**config.mk**
```make
export PLATFORM = sky130hd
export DESIGN_NAME = snake_game
export DESIGN_NICKNAME = d
export VERILOG_FILES = /design/src/rtl/snake_pkg.sv /design/src/rtl/button_edge.sv /design/src/rtl/direction_control.sv /design/src/rtl/game_fsm.sv /design/src/rtl/snake_body.sv /design/src/rtl/collision_detector.sv /design/src/rtl/apple_placer.sv /design/src/rtl/cell_renderer.sv /design/src/rtl/snake_game.sv
export VERILOG_INCLUDE_DIRS = /design/src /design/src/rtl
export SDC_FILE = /design/constraint.sdc
export NUM_CORES = 1
export LEC_CHECK = 0
export ABC_AREA = 1
export BUFFER_PORTS_ARGS = -buffer_cell sky130_fd_sc_hd__buf_2
export CAP_MARGIN = 20
export CELL_PAD_IN_SITES_DETAIL_PLACEMENT = 0
export CELL_PAD_IN_SITES_GLOBAL_PLACEMENT = 2
export CORE_MARGIN = 2
export CORE_UTILIZATION = 34
export DETAILED_ROUTE_END_ITERATION = 16
export GPL_TIMING_DRIVEN = 0
export PLACE_DENSITY = 0.82
export SYNTH_ARGS = -nofsm -noshare
export SYNTH_HDL_FRONTEND = slang
export SYNTH_SLANG_ARGS = --single-unit
```
**constraint.sdc**
```tcl
create_clock -name clk -period 11.5 [get_ports clk]
set_clock_uncertainty 0.2 [all_clocks]
set_input_delay 0.575 -clock clk [delete_from_list [all_inputs] [get_ports clk]]
set_output_delay 0.575 -clock clk [all_outputs]
set_load 0.01 [all_outputs]
```
**src/rtl/snake_consts.svh**
```systemverilog
`ifndef SNAKE_CONSTS_SVH
`define SNAKE_CONSTS_SVH

// playfield is square, outer ring of cells is the wall
`define SNAKE_GRID 16
`define SNAKE_MAX_LEN 30

`define SNAKE_START_X 8
`define SNAKE_START_Y 8
`define SNAKE_START_LEN 3
`define SNAKE_APPLE_X 4
`define SNAKE_APPLE_Y 4

`define SNAKE_TICK_CYCLES 8 // clocks between two moves while running

`endif

```
**src/rtl/snake_pkg.sv**
```systemverilog
package snake_pkg;

	typedef logic [3:0] coord_t;
	typedef logic [1:0] dir_t;
	typedef logic [4:0] len_t;
	typedef logic [7:0] score_t;

	// opposite headings differ only in bit 0
	localparam dir_t dir_up = 2'd0;
	localparam dir_t dir_down = 2'd1;
	localparam dir_t dir_left = 2'd2;
	localparam dir_t dir_right = 2'd3;

	typedef enum logic [1:0] {
		st_idle,
		st_run,
		st_pause,
		st_over
	} game_state_t;

endpackage

```
**src/rtl/button_edge.sv**
```systemverilog
`timescale 1ns/1ps

module button_edge import snake_pkg::*; (
	input logic clk,
	input logic reset,
	input logic button,
	output logic pulse
);
	logic sync_a;
	logic sync_b;
	logic prev;

	always_ff @(posedge clk) begin
		if (reset) begin
			sync_a <= 1'b0;
			sync_b <= 1'b0;
			prev <= 1'b0;
			pulse <= 1'b0;
		end else begin
			sync_a <= button;
			sync_b <= sync_a;
			prev <= sync_b;
			pulse <= sync_b && !prev; // registered so the pulse is glitch free
		end
	end

endmodule

```
**src/rtl/direction_control.sv**
```systemverilog
`timescale 1ns/1ps

module direction_control import snake_pkg::*; (
	input logic clk,
	input logic reset,
	input logic up_pulse,
	input logic down_pulse,
	input logic left_pulse,
	input logic right_pulse,
	input logic tick,
	input logic restart,
	output dir_t heading
);
	dir_t pending;
	dir_t request;
	dir_t base;
	logic request_valid;

	always_comb begin
		request_valid = 1'b1;
		if (up_pulse)
			request = dir_up;
		else if (down_pulse)
			request = dir_down;
		else if (left_pulse)
			request = dir_left;
		else if (right_pulse)
			request = dir_right;
		else begin
			request = pending;
			request_valid = 1'b0;
		end
	end

	// on a tick the pending turn is about to become the heading, so check against that
	assign base = tick ? pending : heading;

	always_ff @(posedge clk) begin
		if (reset || restart) begin
			heading <= dir_right;
			pending <= dir_right;
		end else begin
			if (tick)
				heading <= pending;
			if (request_valid && request != (base ^ 2'b01))
				pending <= request; // a reversal would run straight into the neck
		end
	end

endmodule

```
**src/rtl/game_fsm.sv**
```systemverilog
`timescale 1ns/1ps
`include "snake_consts.svh"

module game_fsm import snake_pkg::*; (
	input logic clk,
	input logic reset,
	input logic start_pulse,
	input logic hit_bad,
	output game_state_t state,
	output logic tick,
	output logic restart,
	output logic game_over
);
	localparam int tick_w = $clog2(`SNAKE_TICK_CYCLES);

	game_state_t next_state;
	logic [tick_w-1:0] tick_cnt;

	assign tick = (state == st_run) && (tick_cnt == tick_w'(`SNAKE_TICK_CYCLES - 1));
	assign restart = (state == st_over) && start_pulse;
	assign game_over = (state == st_over);

	always_comb begin
		next_state = state;
		case (state)
			st_idle: if (start_pulse) next_state = st_run;
			st_run: begin
				if (tick && hit_bad)
					next_state = st_over; // a crash wins over a pause press
				else if (start_pulse)
					next_state = st_pause;
			end
			st_pause: if (start_pulse) next_state = st_run;
			st_over: if (start_pulse) next_state = st_run;
			default: next_state = st_idle;
		endcase
	end

	always_ff @(posedge clk) begin
		if (reset) begin
			state <= st_idle;
			tick_cnt <= '0;
		end else begin
			state <= next_state;
			// held at zero outside run, so every entry to run starts a full period
			if (state != st_run || tick)
				tick_cnt <= '0;
			else
				tick_cnt <= tick_cnt + 1'b1;
		end
	end

endmodule

```
**src/rtl/snake_body.sv**
```systemverilog
`timescale 1ns/1ps
`include "snake_consts.svh"

module snake_body import snake_pkg::*; (
	input logic clk,
	input logic reset,
	input logic restart,
	input logic tick,
	input logic hit_bad,
	input logic hit_apple,
	input dir_t heading,
	output coord_t head_x,
	output coord_t head_y,
	output coord_t next_x,
	output coord_t next_y,
	output coord_t [`SNAKE_MAX_LEN-1:0] body_x,
	output coord_t [`SNAKE_MAX_LEN-1:0] body_y,
	output len_t length,
	output score_t score,
	output logic eat
);
	logic move;

	assign move = tick && !hit_bad;
	assign head_x = body_x[0]; // segment 0 is always the head
	assign head_y = body_y[0];

	// the head never sits on the wall, so these never wrap around the grid
	always_comb begin
		next_x = head_x;
		next_y = head_y;
		case (heading)
			dir_up: next_y = head_y - 1'b1;
			dir_down: next_y = head_y + 1'b1;
			dir_left: next_x = head_x - 1'b1;
			default: next_x = head_x + 1'b1;
		endcase
	end

	always_ff @(posedge clk) begin
		if (reset || restart) begin
			for (int i = 0; i < `SNAKE_START_LEN; i++) begin
				body_x[i] <= coord_t'(`SNAKE_START_X - i); // tail trails off to the left
				body_y[i] <= coord_t'(`SNAKE_START_Y);
			end
		end else if (move) begin
			for (int i = `SNAKE_MAX_LEN - 1; i > 0; i--) begin
				body_x[i] <= body_x[i-1];
				body_y[i] <= body_y[i-1];
			end
			body_x[0] <= next_x;
			body_y[0] <= next_y;
		end
	end

	// growing just means the old tail slot, shifted one down, becomes part of the snake
	always_ff @(posedge clk) begin
		if (reset || restart) begin
			length <= len_t'(`SNAKE_START_LEN);
			score <= '0;
			eat <= 1'b0;
		end else begin
			eat <= move && hit_apple;
			if (move && hit_apple) begin
				score <= score + 1'b1;
				if (length < len_t'(`SNAKE_MAX_LEN))
					length <= length + 1'b1;
			end
		end
	end

endmodule

```
**src/rtl/collision_detector.sv**
```systemverilog
`timescale 1ns/1ps
`include "snake_consts.svh"

module collision_detector import snake_pkg::*; (
	input logic clk,
	input logic reset,
	input coord_t next_x,
	input coord_t next_y,
	input coord_t [`SNAKE_MAX_LEN-1:0] body_x,
	input coord_t [`SNAKE_MAX_LEN-1:0] body_y,
	input len_t length,
	input coord_t apple_x,
	input coord_t apple_y,
	input logic apple_valid,
	output logic hit_bad,
	output logic hit_apple
);
	localparam coord_t edge_max = coord_t'(`SNAKE_GRID - 1);

	logic wall_next;
	logic body_next;
	logic apple_next;

	always_comb begin
		wall_next = (next_x == '0) || (next_x == edge_max) ||
			(next_y == '0) || (next_y == edge_max);

		// the tail moves away on the same tick, so its cell is free to enter
		body_next = 1'b0;
		for (int i = 0; i < `SNAKE_MAX_LEN; i++) begin
			if (i < int'(length) - 1 && body_x[i] == next_x && body_y[i] == next_y)
				body_next = 1'b1;
		end

		apple_next = apple_valid && next_x == apple_x && next_y == apple_y;
	end

	// next_x and next_y only move right after a tick, so this settles long before the next one
	always_ff @(posedge clk) begin
		if (reset) begin
			hit_bad <= 1'b0;
			hit_apple <= 1'b0;
		end else begin
			hit_bad <= wall_next || body_next;
			hit_apple <= apple_next && !(wall_next || body_next);
		end
	end

endmodule

```
**src/rtl/apple_placer.sv**
```systemverilog
`timescale 1ns/1ps
`include "snake_consts.svh"

module apple_placer import snake_pkg::*; (
	input logic clk,
	input logic reset,
	input logic eat,
	input coord_t [`SNAKE_MAX_LEN-1:0] body_x,
	input coord_t [`SNAKE_MAX_LEN-1:0] body_y,
	input len_t length,
	output coord_t apple_x,
	output coord_t apple_y,
	output logic apple_valid
);
	localparam coord_t edge_max = coord_t'(`SNAKE_GRID - 1);

	logic [7:0] lfsr;
	coord_t cand_x;
	coord_t cand_y;
	logic cand_free;

	assign cand_x = lfsr[3:0];
	assign cand_y = lfsr[7:4];

	always_comb begin
		cand_free = (cand_x != '0) && (cand_x != edge_max) &&
			(cand_y != '0) && (cand_y != edge_max);
		for (int i = 0; i < `SNAKE_MAX_LEN; i++) begin
			if (i < int'(length) && body_x[i] == cand_x && body_y[i] == cand_y)
				cand_free = 1'b0;
		end
	end

	// taps 8,6,5,4 give the full 255 state cycle
	always_ff @(posedge clk) begin
		if (reset)
			lfsr <= 8'hb5;
		else
			lfsr <= {lfsr[6:0], lfsr[7] ^ lfsr[5] ^ lfsr[4] ^ lfsr[3]};
	end

	always_ff @(posedge clk) begin
		if (reset) begin
			apple_x <= coord_t'(`SNAKE_APPLE_X);
			apple_y <= coord_t'(`SNAKE_APPLE_Y);
			apple_valid <= 1'b1;
		end else if (eat) begin
			apple_valid <= 1'b0;
		end else if (!apple_valid && cand_free) begin
			apple_x <= cand_x; // one candidate per clock until a free cell turns up
			apple_y <= cand_y;
			apple_valid <= 1'b1;
		end
	end

endmodule

```
**src/rtl/cell_renderer.sv**
```systemverilog
`timescale 1ns/1ps
`include "snake_consts.svh"

module cell_renderer import snake_pkg::*; (
	input coord_t x,
	input coord_t y,
	input coord_t head_x,
	input coord_t head_y,
	input coord_t [`SNAKE_MAX_LEN-1:0] body_x,
	input coord_t [`SNAKE_MAX_LEN-1:0] body_y,
	input len_t length,
	input coord_t apple_x,
	input coord_t apple_y,
	input logic apple_valid,
	output logic apple,
	output logic wall,
	output logic body,
	output logic head
);
	localparam coord_t edge_max = coord_t'(`SNAKE_GRID - 1);

	assign wall = (x == '0) || (x == edge_max) || (y == '0) || (y == edge_max);
	assign head = (x == head_x) && (y == head_y);
	assign apple = apple_valid && (x == apple_x) && (y == apple_y); // hidden during search

	// segment 0 is the head and gets its own flag
	always_comb begin
		body = 1'b0;
		for (int i = 1; i < `SNAKE_MAX_LEN; i++) begin
			if (i < int'(length) && body_x[i] == x && body_y[i] == y)
				body = 1'b1;
		end
	end

endmodule

```
**src/rtl/snake_game.sv**
```systemverilog
`timescale 1ns/1ps
`include "snake_consts.svh"

module snake_game import snake_pkg::*; (
	input logic clk,
	input logic reset,
	input logic button_up,
	input logic button_down,
	input logic button_left,
	input logic button_right,
	input logic button_start,
	input coord_t x,
	input coord_t y,
	output logic apple,
	output logic wall,
	output logic body,
	output logic head,
	output logic game_over,
	output coord_t head_x,
	output coord_t head_y,
	output coord_t apple_x,
	output coord_t apple_y,
	output score_t score
);
	logic up_pulse;
	logic down_pulse;
	logic left_pulse;
	logic right_pulse;
	logic start_pulse;
	logic tick;
	logic restart;
	logic hit_bad;
	logic hit_apple;
	logic eat;
	logic apple_valid;
	dir_t heading;
	coord_t next_x;
	coord_t next_y;
	coord_t [`SNAKE_MAX_LEN-1:0] body_x;
	coord_t [`SNAKE_MAX_LEN-1:0] body_y;
	len_t length;

	button_edge up_edge_inst (.clk(clk), .reset(reset), .button(button_up), .pulse(up_pulse));
	button_edge down_edge_inst (.clk(clk), .reset(reset), .button(button_down), .pulse(down_pulse));
	button_edge left_edge_inst (.clk(clk), .reset(reset), .button(button_left), .pulse(left_pulse));
	button_edge right_edge_inst (
		.clk(clk),
		.reset(reset),
		.button(button_right),
		.pulse(right_pulse)
	);
	button_edge start_edge_inst (
		.clk(clk),
		.reset(reset),
		.button(button_start),
		.pulse(start_pulse)
	);

	game_fsm game_fsm_inst (
		.clk(clk),
		.reset(reset),
		.start_pulse(start_pulse),
		.hit_bad(hit_bad),
		.state(), // only game_over is needed outside the FSM
		.tick(tick),
		.restart(restart),
		.game_over(game_over)
	);

	direction_control direction_control_inst (
		.clk(clk),
		.reset(reset),
		.up_pulse(up_pulse),
		.down_pulse(down_pulse),
		.left_pulse(left_pulse),
		.right_pulse(right_pulse),
		.tick(tick),
		.restart(restart),
		.heading(heading)
	);

	snake_body snake_body_inst (
		.clk(clk),
		.reset(reset),
		.restart(restart),
		.tick(tick),
		.hit_bad(hit_bad),
		.hit_apple(hit_apple),
		.heading(heading),
		.head_x(head_x),
		.head_y(head_y),
		.next_x(next_x),
		.next_y(next_y),
		.body_x(body_x),
		.body_y(body_y),
		.length(length),
		.score(score),
		.eat(eat)
	);

	collision_detector collision_detector_inst (
		.clk(clk),
		.reset(reset),
		.next_x(next_x),
		.next_y(next_y),
		.body_x(body_x),
		.body_y(body_y),
		.length(length),
		.apple_x(apple_x),
		.apple_y(apple_y),
		.apple_valid(apple_valid),
		.hit_bad(hit_bad),
		.hit_apple(hit_apple)
	);

	apple_placer apple_placer_inst (
		.clk(clk),
		.reset(reset),
		.eat(eat),
		.body_x(body_x),
		.body_y(body_y),
		.length(length),
		.apple_x(apple_x),
		.apple_y(apple_y),
		.apple_valid(apple_valid)
	);

	cell_renderer cell_renderer_inst (
		.x(x),
		.y(y),
		.head_x(head_x),
		.head_y(head_y),
		.body_x(body_x),
		.body_y(body_y),
		.length(length),
		.apple_x(apple_x),
		.apple_y(apple_y),
		.apple_valid(apple_valid),
		.apple(apple),
		.wall(wall),
		.body(body),
		.head(head)
	);

endmodule

```
## Word-level counts from Yosys, hierarchy flattened

Cells that the tools add are included.

| storage, ports and cells | value |
|---|---|
| memories kept | 0 |
| latch bits | 0 |
| memory bits (read-only) | 0 |
| memory bits (writable) | 0 |
| flip-flop bits (word level) | 302 |
| word-level logic and storage cells | 706 |

| cells by class | value |
|---|---|
| bitwise operators | 6 |
| divide/modulo/power cells | 0 |
| add/subtract/negate cells | 8 |
| reduce and logical (&&, ||, !) cells | 232 |
| equal/unequal tests | 200 |
| order comparisons | 61 |
| mux-type cells | 106 |
| multiply operators | 0 |
| shifts and indexed selects | 0 |

Operators by type and width:

| kind | number |
|---|---|
| 4-bit == test | 184 |
| 6-bit by 32-bit < comparator with 1-bit output (first input constant) | 14 |
| 5-bit by 32-bit < comparator with 1-bit output (first input constant) | 8 |
| 1-bit logical AND | 199 |
| 4-bit by 32-bit < comparator with 1-bit output (first input constant) | 4 |
| 1-bit 2-to-1 mux | 95 |
| 5-bit < comparator (first input constant) | 14 |
| 3-bit by 32-bit < comparator with 1-bit output (first input constant) | 2 |
| 4-bit by 5-bit < comparator with 1-bit output (first input constant) | 8 |
| 1-bit by 32-bit < comparator with 1-bit output (first input constant) | 1 |
| 2-bit by 32-bit < comparator with 1-bit output (first input constant) | 1 |
| 3-bit by 5-bit < comparator with 1-bit output (first input constant) | 4 |
| 4-bit == test (second input constant) | 4 |
| 4-bit zero test | 4 |
| 2-bit 2-to-1 mux | 8 |
| 4-bit one-hot mux with 2 select lines | 2 |
| 1-bit by 5-bit < comparator with 1-bit output (first input constant) | 2 |
| 2-bit by 5-bit < comparator with 1-bit output (first input constant) | 2 |
| 1-bit logical OR | 9 |
| 4-bit by 1-bit adder with 4-bit output (second input constant) | 2 |
| 8-bit by 1-bit adder with 8-bit output (second input constant) | 1 |
| 1-bit zero test | 8 |
| 4-bit inequality test (second input constant) | 2 |
| 2-bit AND reduction | 4 |
| other kinds (19) | 31 |

## Depth between registers and ports, before layout

| logic depth | value |
|---|---|
| word-level depth | 39 |
| mapped depth | 25 |

## Cells and area by module

A second synthesis with hierarchy kept.

| unflattened totals | value |
|---|---|
| cells, all modules | 2,952 |
| area total of the unflattened synthesis | 22,291.4 um2 |

By module, submodules not included:

| module | area each (um2) | sequential area each (um2) | instances | cells an instance |
|---|---|---|---|---|
| snake_body | 8,353.0 | 7,247.0 | 1 | 470 |
| apple_placer | 4,765.8 | 340.3 | 1 | 868 |
| collision_detector | 4,097.7 | 40.0 | 1 | 740 |
| cell_renderer | 4,000.1 | 0.0 | 1 | 740 |
| button_edge | 115.1 | 80.1 | 5 | 12 |
| direction_control | 251.5 | 80.1 | 1 | 42 |
| game_fsm | 247.7 | 100.1 | 1 | 32 |

## Worst setup path before layout

Ideal clock, no wire load.

| timing path | value |
|---|---|
| path type | reg2reg |
| from | reg game_fsm_inst.tick_cnt[0] |
| to | reg snake_body_inst.body_x[100] in the netlist's numbering, enable pin |
| setup slack | 139 ps |
| library setup time | 797 ps |
| period minus slack after synthesis | 11,361 ps |
| data required time | 10,503 ps |
| path buffers | 1 |
| stages on the path, launching flop included | 10 |
| arrival time | 10,364 ps |
| cell sequence | dfxtp_1 > ha_1 > ha_1 > inv_1 > nor2_2 > inv_1 > nor2_2 > inv_1 > clkbuf_1 > nor2_1 |

| on the way | value |
|---|---|
| longest elaborated chain between the ends | 4 |

RTL lines:

| element | RTL line | RTL |
|---|---|---|
| from (decl) | game_fsm.sv:17 | `logic [tick_w-1:0] tick_cnt;` |
| from (signal assigned) | game_fsm.sv:49 | `tick_cnt <= tick_cnt + 1'b1;` |
| 3-bit == test | game_fsm.sv:19 | `` assign tick = (state == st_run) && (tick_cnt == tick_w'(`SNAKE_TICK_CYCLES - 1)); `` |
| 1-bit logical AND | game_fsm.sv:19 |  |
| 1-bit logical AND | snake_body.sv:24 | `assign move = tick && !hit_bad;` |
| 2-bit AND reduction (no line) | - |  |
| to (signal, indexed assignment) | snake_body.sv:43 | `` body_x[i] <= coord_t'(`SNAKE_START_X - i); `` |
| to (signal, indexed assignment) | snake_body.sv:48 | `body_x[i] <= body_x[i-1];` |
| to (decl) | snake_body.sv:16 | `` output coord_t [`SNAKE_MAX_LEN-1:0] body_x, `` |

Every way passes these cells.
A chain may end at the register's enable or synchronous reset.

## Worst setup path after layout

| timing path | value |
|---|---|
| from | reg snake_body_inst.body_x (netlist bit snake_body_inst.head_x[1]) |
| to | reg collision_detector_inst.hit_apple |

| on the way | value |
|---|---|
| longest elaborated chain between the ends | 38 |
| elaborated cells between the ends (all ways) | 134 |
| those cells by class | 2 x add/sub; 32 x eq/ne; 31 x mux; 69 x reduce/logical |

RTL lines:

| element | RTL line | RTL |
|---|---|---|
| 4-bit by 1-bit adder with 4-bit output / 4-bit by 1-bit subtractor with 4-bit output (equally long branches) | snake_body.sv:36, snake_body.sv:35 |  |
| 4-bit one-hot mux with 2 select lines | snake_body.sv:32 | `case (heading)` |
| 4-bit == test | collision_detector.sv:31 | `if (i < int'(length) - 1 && body_x[i] == next_x && body_y[i] == next_y)` |
| 1-bit logical AND (2 in series) | collision_detector.sv:31 |  |
| 1-bit 2-to-1 mux (30 in series) | collision_detector.sv:31 |  |
| 1-bit logical OR | collision_detector.sv:45 | `hit_apple <= apple_next && !(wall_next \|\| body_next);` |
| 1-bit zero test | collision_detector.sv:45 |  |
| 1-bit logical AND * | collision_detector.sv:45 |  |
| to (signal assigned) | collision_detector.sv:45 |  |
| to (decl) | collision_detector.sv:16 | `output logic hit_apple` |

Every way passes the cells marked *; elsewhere a longest branch is shown, timed or not.

==> results.yml <==
global_routing:
  overflow: 0
  track_usage_pct: 40.0
  grt_pass1_vias: 21125
  grt_pass1_wl_um: 173000
  antenna_found_initial: 3
  grt_max_degree: 37
timing:
  postLayoutSetupSlackWorst_ns: 5.81
  max_slew.worst_pin.slew_ns: 1.26
  max_freq_mhz: 176
  fin_crit_sh_pct: 49.5
  setup_tns_ns: 0
  rsz0062_at_grt: "false"
  setup_viol: 0
  min_period_ns: 5.69
  slew_violations: 0
  max-slew-margin-rel_pct: 15.9
  hold_viol: 0
layout:
  ff_latch_area_um2: 8210
  multi_input_area_um2: 11200
  finish.utilization_pct: 39.3
  synthToLayoutAreaGrowth_pct: 13.9
  fin_area_um2: 24400
  nNetsFinal: 3065
  drive_above_1_share_pct: 8.21
  nFillCells: 6566
place:
  placed_area_um2: 23000
  post-dp-hpwl_um: 102000
  io_buffers: 36
  gp_congestion: 1.05
  place_ws_ns: 6.14
clock_tree:
  cts_sinks: 302
  clock_latency_ns: 0.59
  postCtsSetupBuffers: 0
  cts_tree: "done"
  ctsLongestPathBuffers: 3
  htreeDepth: 2
  cts_buffers: 39
  clkTransAtPathRegs_ns: 0.06
  ctsResizeCount: 0
  cts_root_buf: "clkbuf_16"
die:
  initial_core_util_pct: 34.5
  rows: 91
  die_h_um: 255
  core_area_um2: 61900
  die_w_um: 255
  die_area_um2: 64900
  io_pins: 44
worst_hold_path:
  whs_path_depth: 1
  hold_class: "reg2reg"
logic_synthesis:
  yosysMostFrequentCell: "nand2_1"
  seq_area_frac_synth_pct: 38.4
  ys_top_cells_by_count: "nand2_1 (890), inv_1 (289), nor2_1 (279), xor2_1 (253), edfxtp_1 (216)"
  synth_area_per_cell_um2: 7.29
  yosysTopAreaCellShare_pct: 30.3
  async_flop_share_pct: 0
  syn_inst: 2933
  syn_nets: 2958
  synth_area_leaders: "edfxtp_1 (30%), nand2_1 (16%), xor2_1 (10%)"
  synth_warnings: 0
  synth_cell_types: 52
  mappedNetlistArea_um2: 21400
  synth_ff_type: "edfxtp_1"
  synth_enable_flop_cells: 216
  synth_top_cell_by_area: "edfxtp_1"
  synth-seq-cells: 302
worst_setup_path:
  worstSetupEndpointType: "flip-flop"
  cp_cell_sequence: "inv_1, nand2_1, nand2_1, inv_2, ha_1, inv_1, nand2_1, nand2_1, buf_2, nand2_1, nand2_1, nand3_1, nor2_1, nand3b_1, nor2_1, nand2_1, nor2_1, nor2_1, nand3_1, nor2_1, nand2_1, nor2_1"
  path_class: "reg2reg"
  reg2reg_depth: 22
  cpMostUsedCell: "nand2_1"
  worstPathMaxFanout: 10
  arrival_ns: 5.99
  rrSetupSlack_ns: 5.81
  required_ns: 11.80
  critPathMaxStageDelay_ns: 0.99
  worst_setup_path_start_kind: "flip-flop"
  crit_slowest_cell: "dfxtp_1"
detailed_routing:
  drtAntennaViolNets: 0
  drc: 0
  routed_wl_um: 131000
  vias_per_cell: 5.77
  vias: 22552
  routedWlPerCell_um: 33.5
  drt_first_pass_iters: 5
  drt_iter0_drc: 2855
pwr:
  ir_drop_uv: 136
  leakage_nw: 10.7
  power_density_nw_per_um2: 112
outcome:
  outcome: "finished, final reports clean"
job:
  drv_cap: 0
## cell type report
class                           count  share of cell area [%]
Multi-Input combinational cell   2173                    46.1
Sequential cell                   302                    33.7
Clock buffer                       56                    4.69
Inverter                          301                    4.65
Tap cell                          837                    4.30
Buffer                            157                    3.39
Timing Repair Buffer               66                    2.72
Clock inverter                     13                   0.457
Antenna cell                        1                  0.0103
## per-layer routing
| metal | share of wire (%) | global-route usage, % |
|---|---|---|
| met5 | 0 | 0 |
| met4 | 8.9 | 30.2 |
| met3 | 9.1 | 7.45 |
| met2 | 44 | 62.9 |
| met1 | 38 | 48.6 |
## state kept, by name, indices dropped and copies added (netlist names), 2 cells and up
| name | count |
|---|---|
| apple_placer_inst.apple_y | 4 |
| snake_body_inst.score | 8 |
| snake_body_inst.length | 5 |
| snake_body_inst.body_x | 116 |
| direction_control_inst.heading | 2 |
| apple_placer_inst.lfsr | 8 |
| direction_control_inst.pending | 2 |
| snake_body_inst.body_y | 116 |
| snake_body_inst.head_y | 4 |
| apple_placer_inst.apple_x | 4 |
| game_fsm_inst.state | 2 |
| snake_body_inst.head_x | 4 |
| game_fsm_inst.tick_cnt | 3 |
## cell usage in the layout, fill, tap and decap left out, types with 5 or more instances in the layout
cell type	synthesis	layout
nor2_1	279	278
dlygate4sd3_1	0	5
nand2_2	9	9
buf_4	26	26
nand4_1	84	84
xor2_1	253	253
clkbuf_1	35	45
inv_1	289	289
edfxtp_1	216	216
buf_12	0	6
o211ai_1	7	7
a21oi_1	71	71
o2111ai_1	6	6
nand2_1	890	890
buf_1	21	21
buf_6	7	8
clkbuf_16	0	42
ha_1	9	9
clkinv_1	5	7
inv_2	6	6
nand3_1	182	182
xnor2_1	56	56
nor3b_1	5	5
a211oi_1	5	5
nor3_1	55	55
buf_8	0	12
o22ai_1	49	49
o21ai_0	70	69
dfxtp_1	86	86
a221oi_1	13	13
o21ai_1	7	8
buf_2	67	105
nor4_1	56	56
nand3b_1	33	33
## through the flow
step	cells	power, mW	hold WS (ns)
global route	3905	2.78	0.198
global placement	3806	1.48	0.178
detailed placement	3826	1.48	0.182
finish	3906	2.74	0.188
floorplan	2933	1.33	0.173
CTS	3900	2.73	0.188
## power breakdown
| part | total [mW] | internal, mW | switching, mW |
|---|---|---|---|
| sequential | 1.16 | 1.16 | 0.00240 |
| clock | 1.26 | 0.717 | 0.541 |
| combinational | 0.323 | 0.0791 | 0.244 |
## critical path, delay by kind of cell (launching register included)
family / cells / cell delay, ns
buf+inv: 4 / 1.42
fa+ha+maj: 1 / 0.37
simple gates: 17 / 2.60
flops: 1 / 0.99
## logic make-up (layout without fill, tap and decap cells)
family,count (synthesis),count (layout),share of synthesized area (%)
compound gates,243,243,6.66
xor+xnor,309,309,12.7
simple gates,1611,1611,32.5
flops,302,302,38.4
fa+ha+maj,10,10,0.620
other cells,0,1,0
buf+inv,458,593,9.15
## worst paths after layout
check	start	endpoint
hold / removal	down_edge_inst.prev$_SDFF_PP0_	down_edge_inst.pulse$_SDFF_PP0_
hold reg to reg	down_edge_inst.prev$_SDFF_PP0_	down_edge_inst.pulse$_SDFF_PP0_
setup / recovery	snake_body_inst.head_x[1]$_SDFFE_PP0P_	collision_detector_inst.hit_apple$_SDFF_PP0_
setup reg to reg	snake_body_inst.head_x[1]$_SDFFE_PP0P_	collision_detector_inst.hit_apple$_SDFF_PP0_
## repair_timing
action	in CTS	in global routing
hold endpoints to repair	5	0
hold buffers	5	0
setup endpoints to repair	0	0
(Power assumes the default switching activity.)
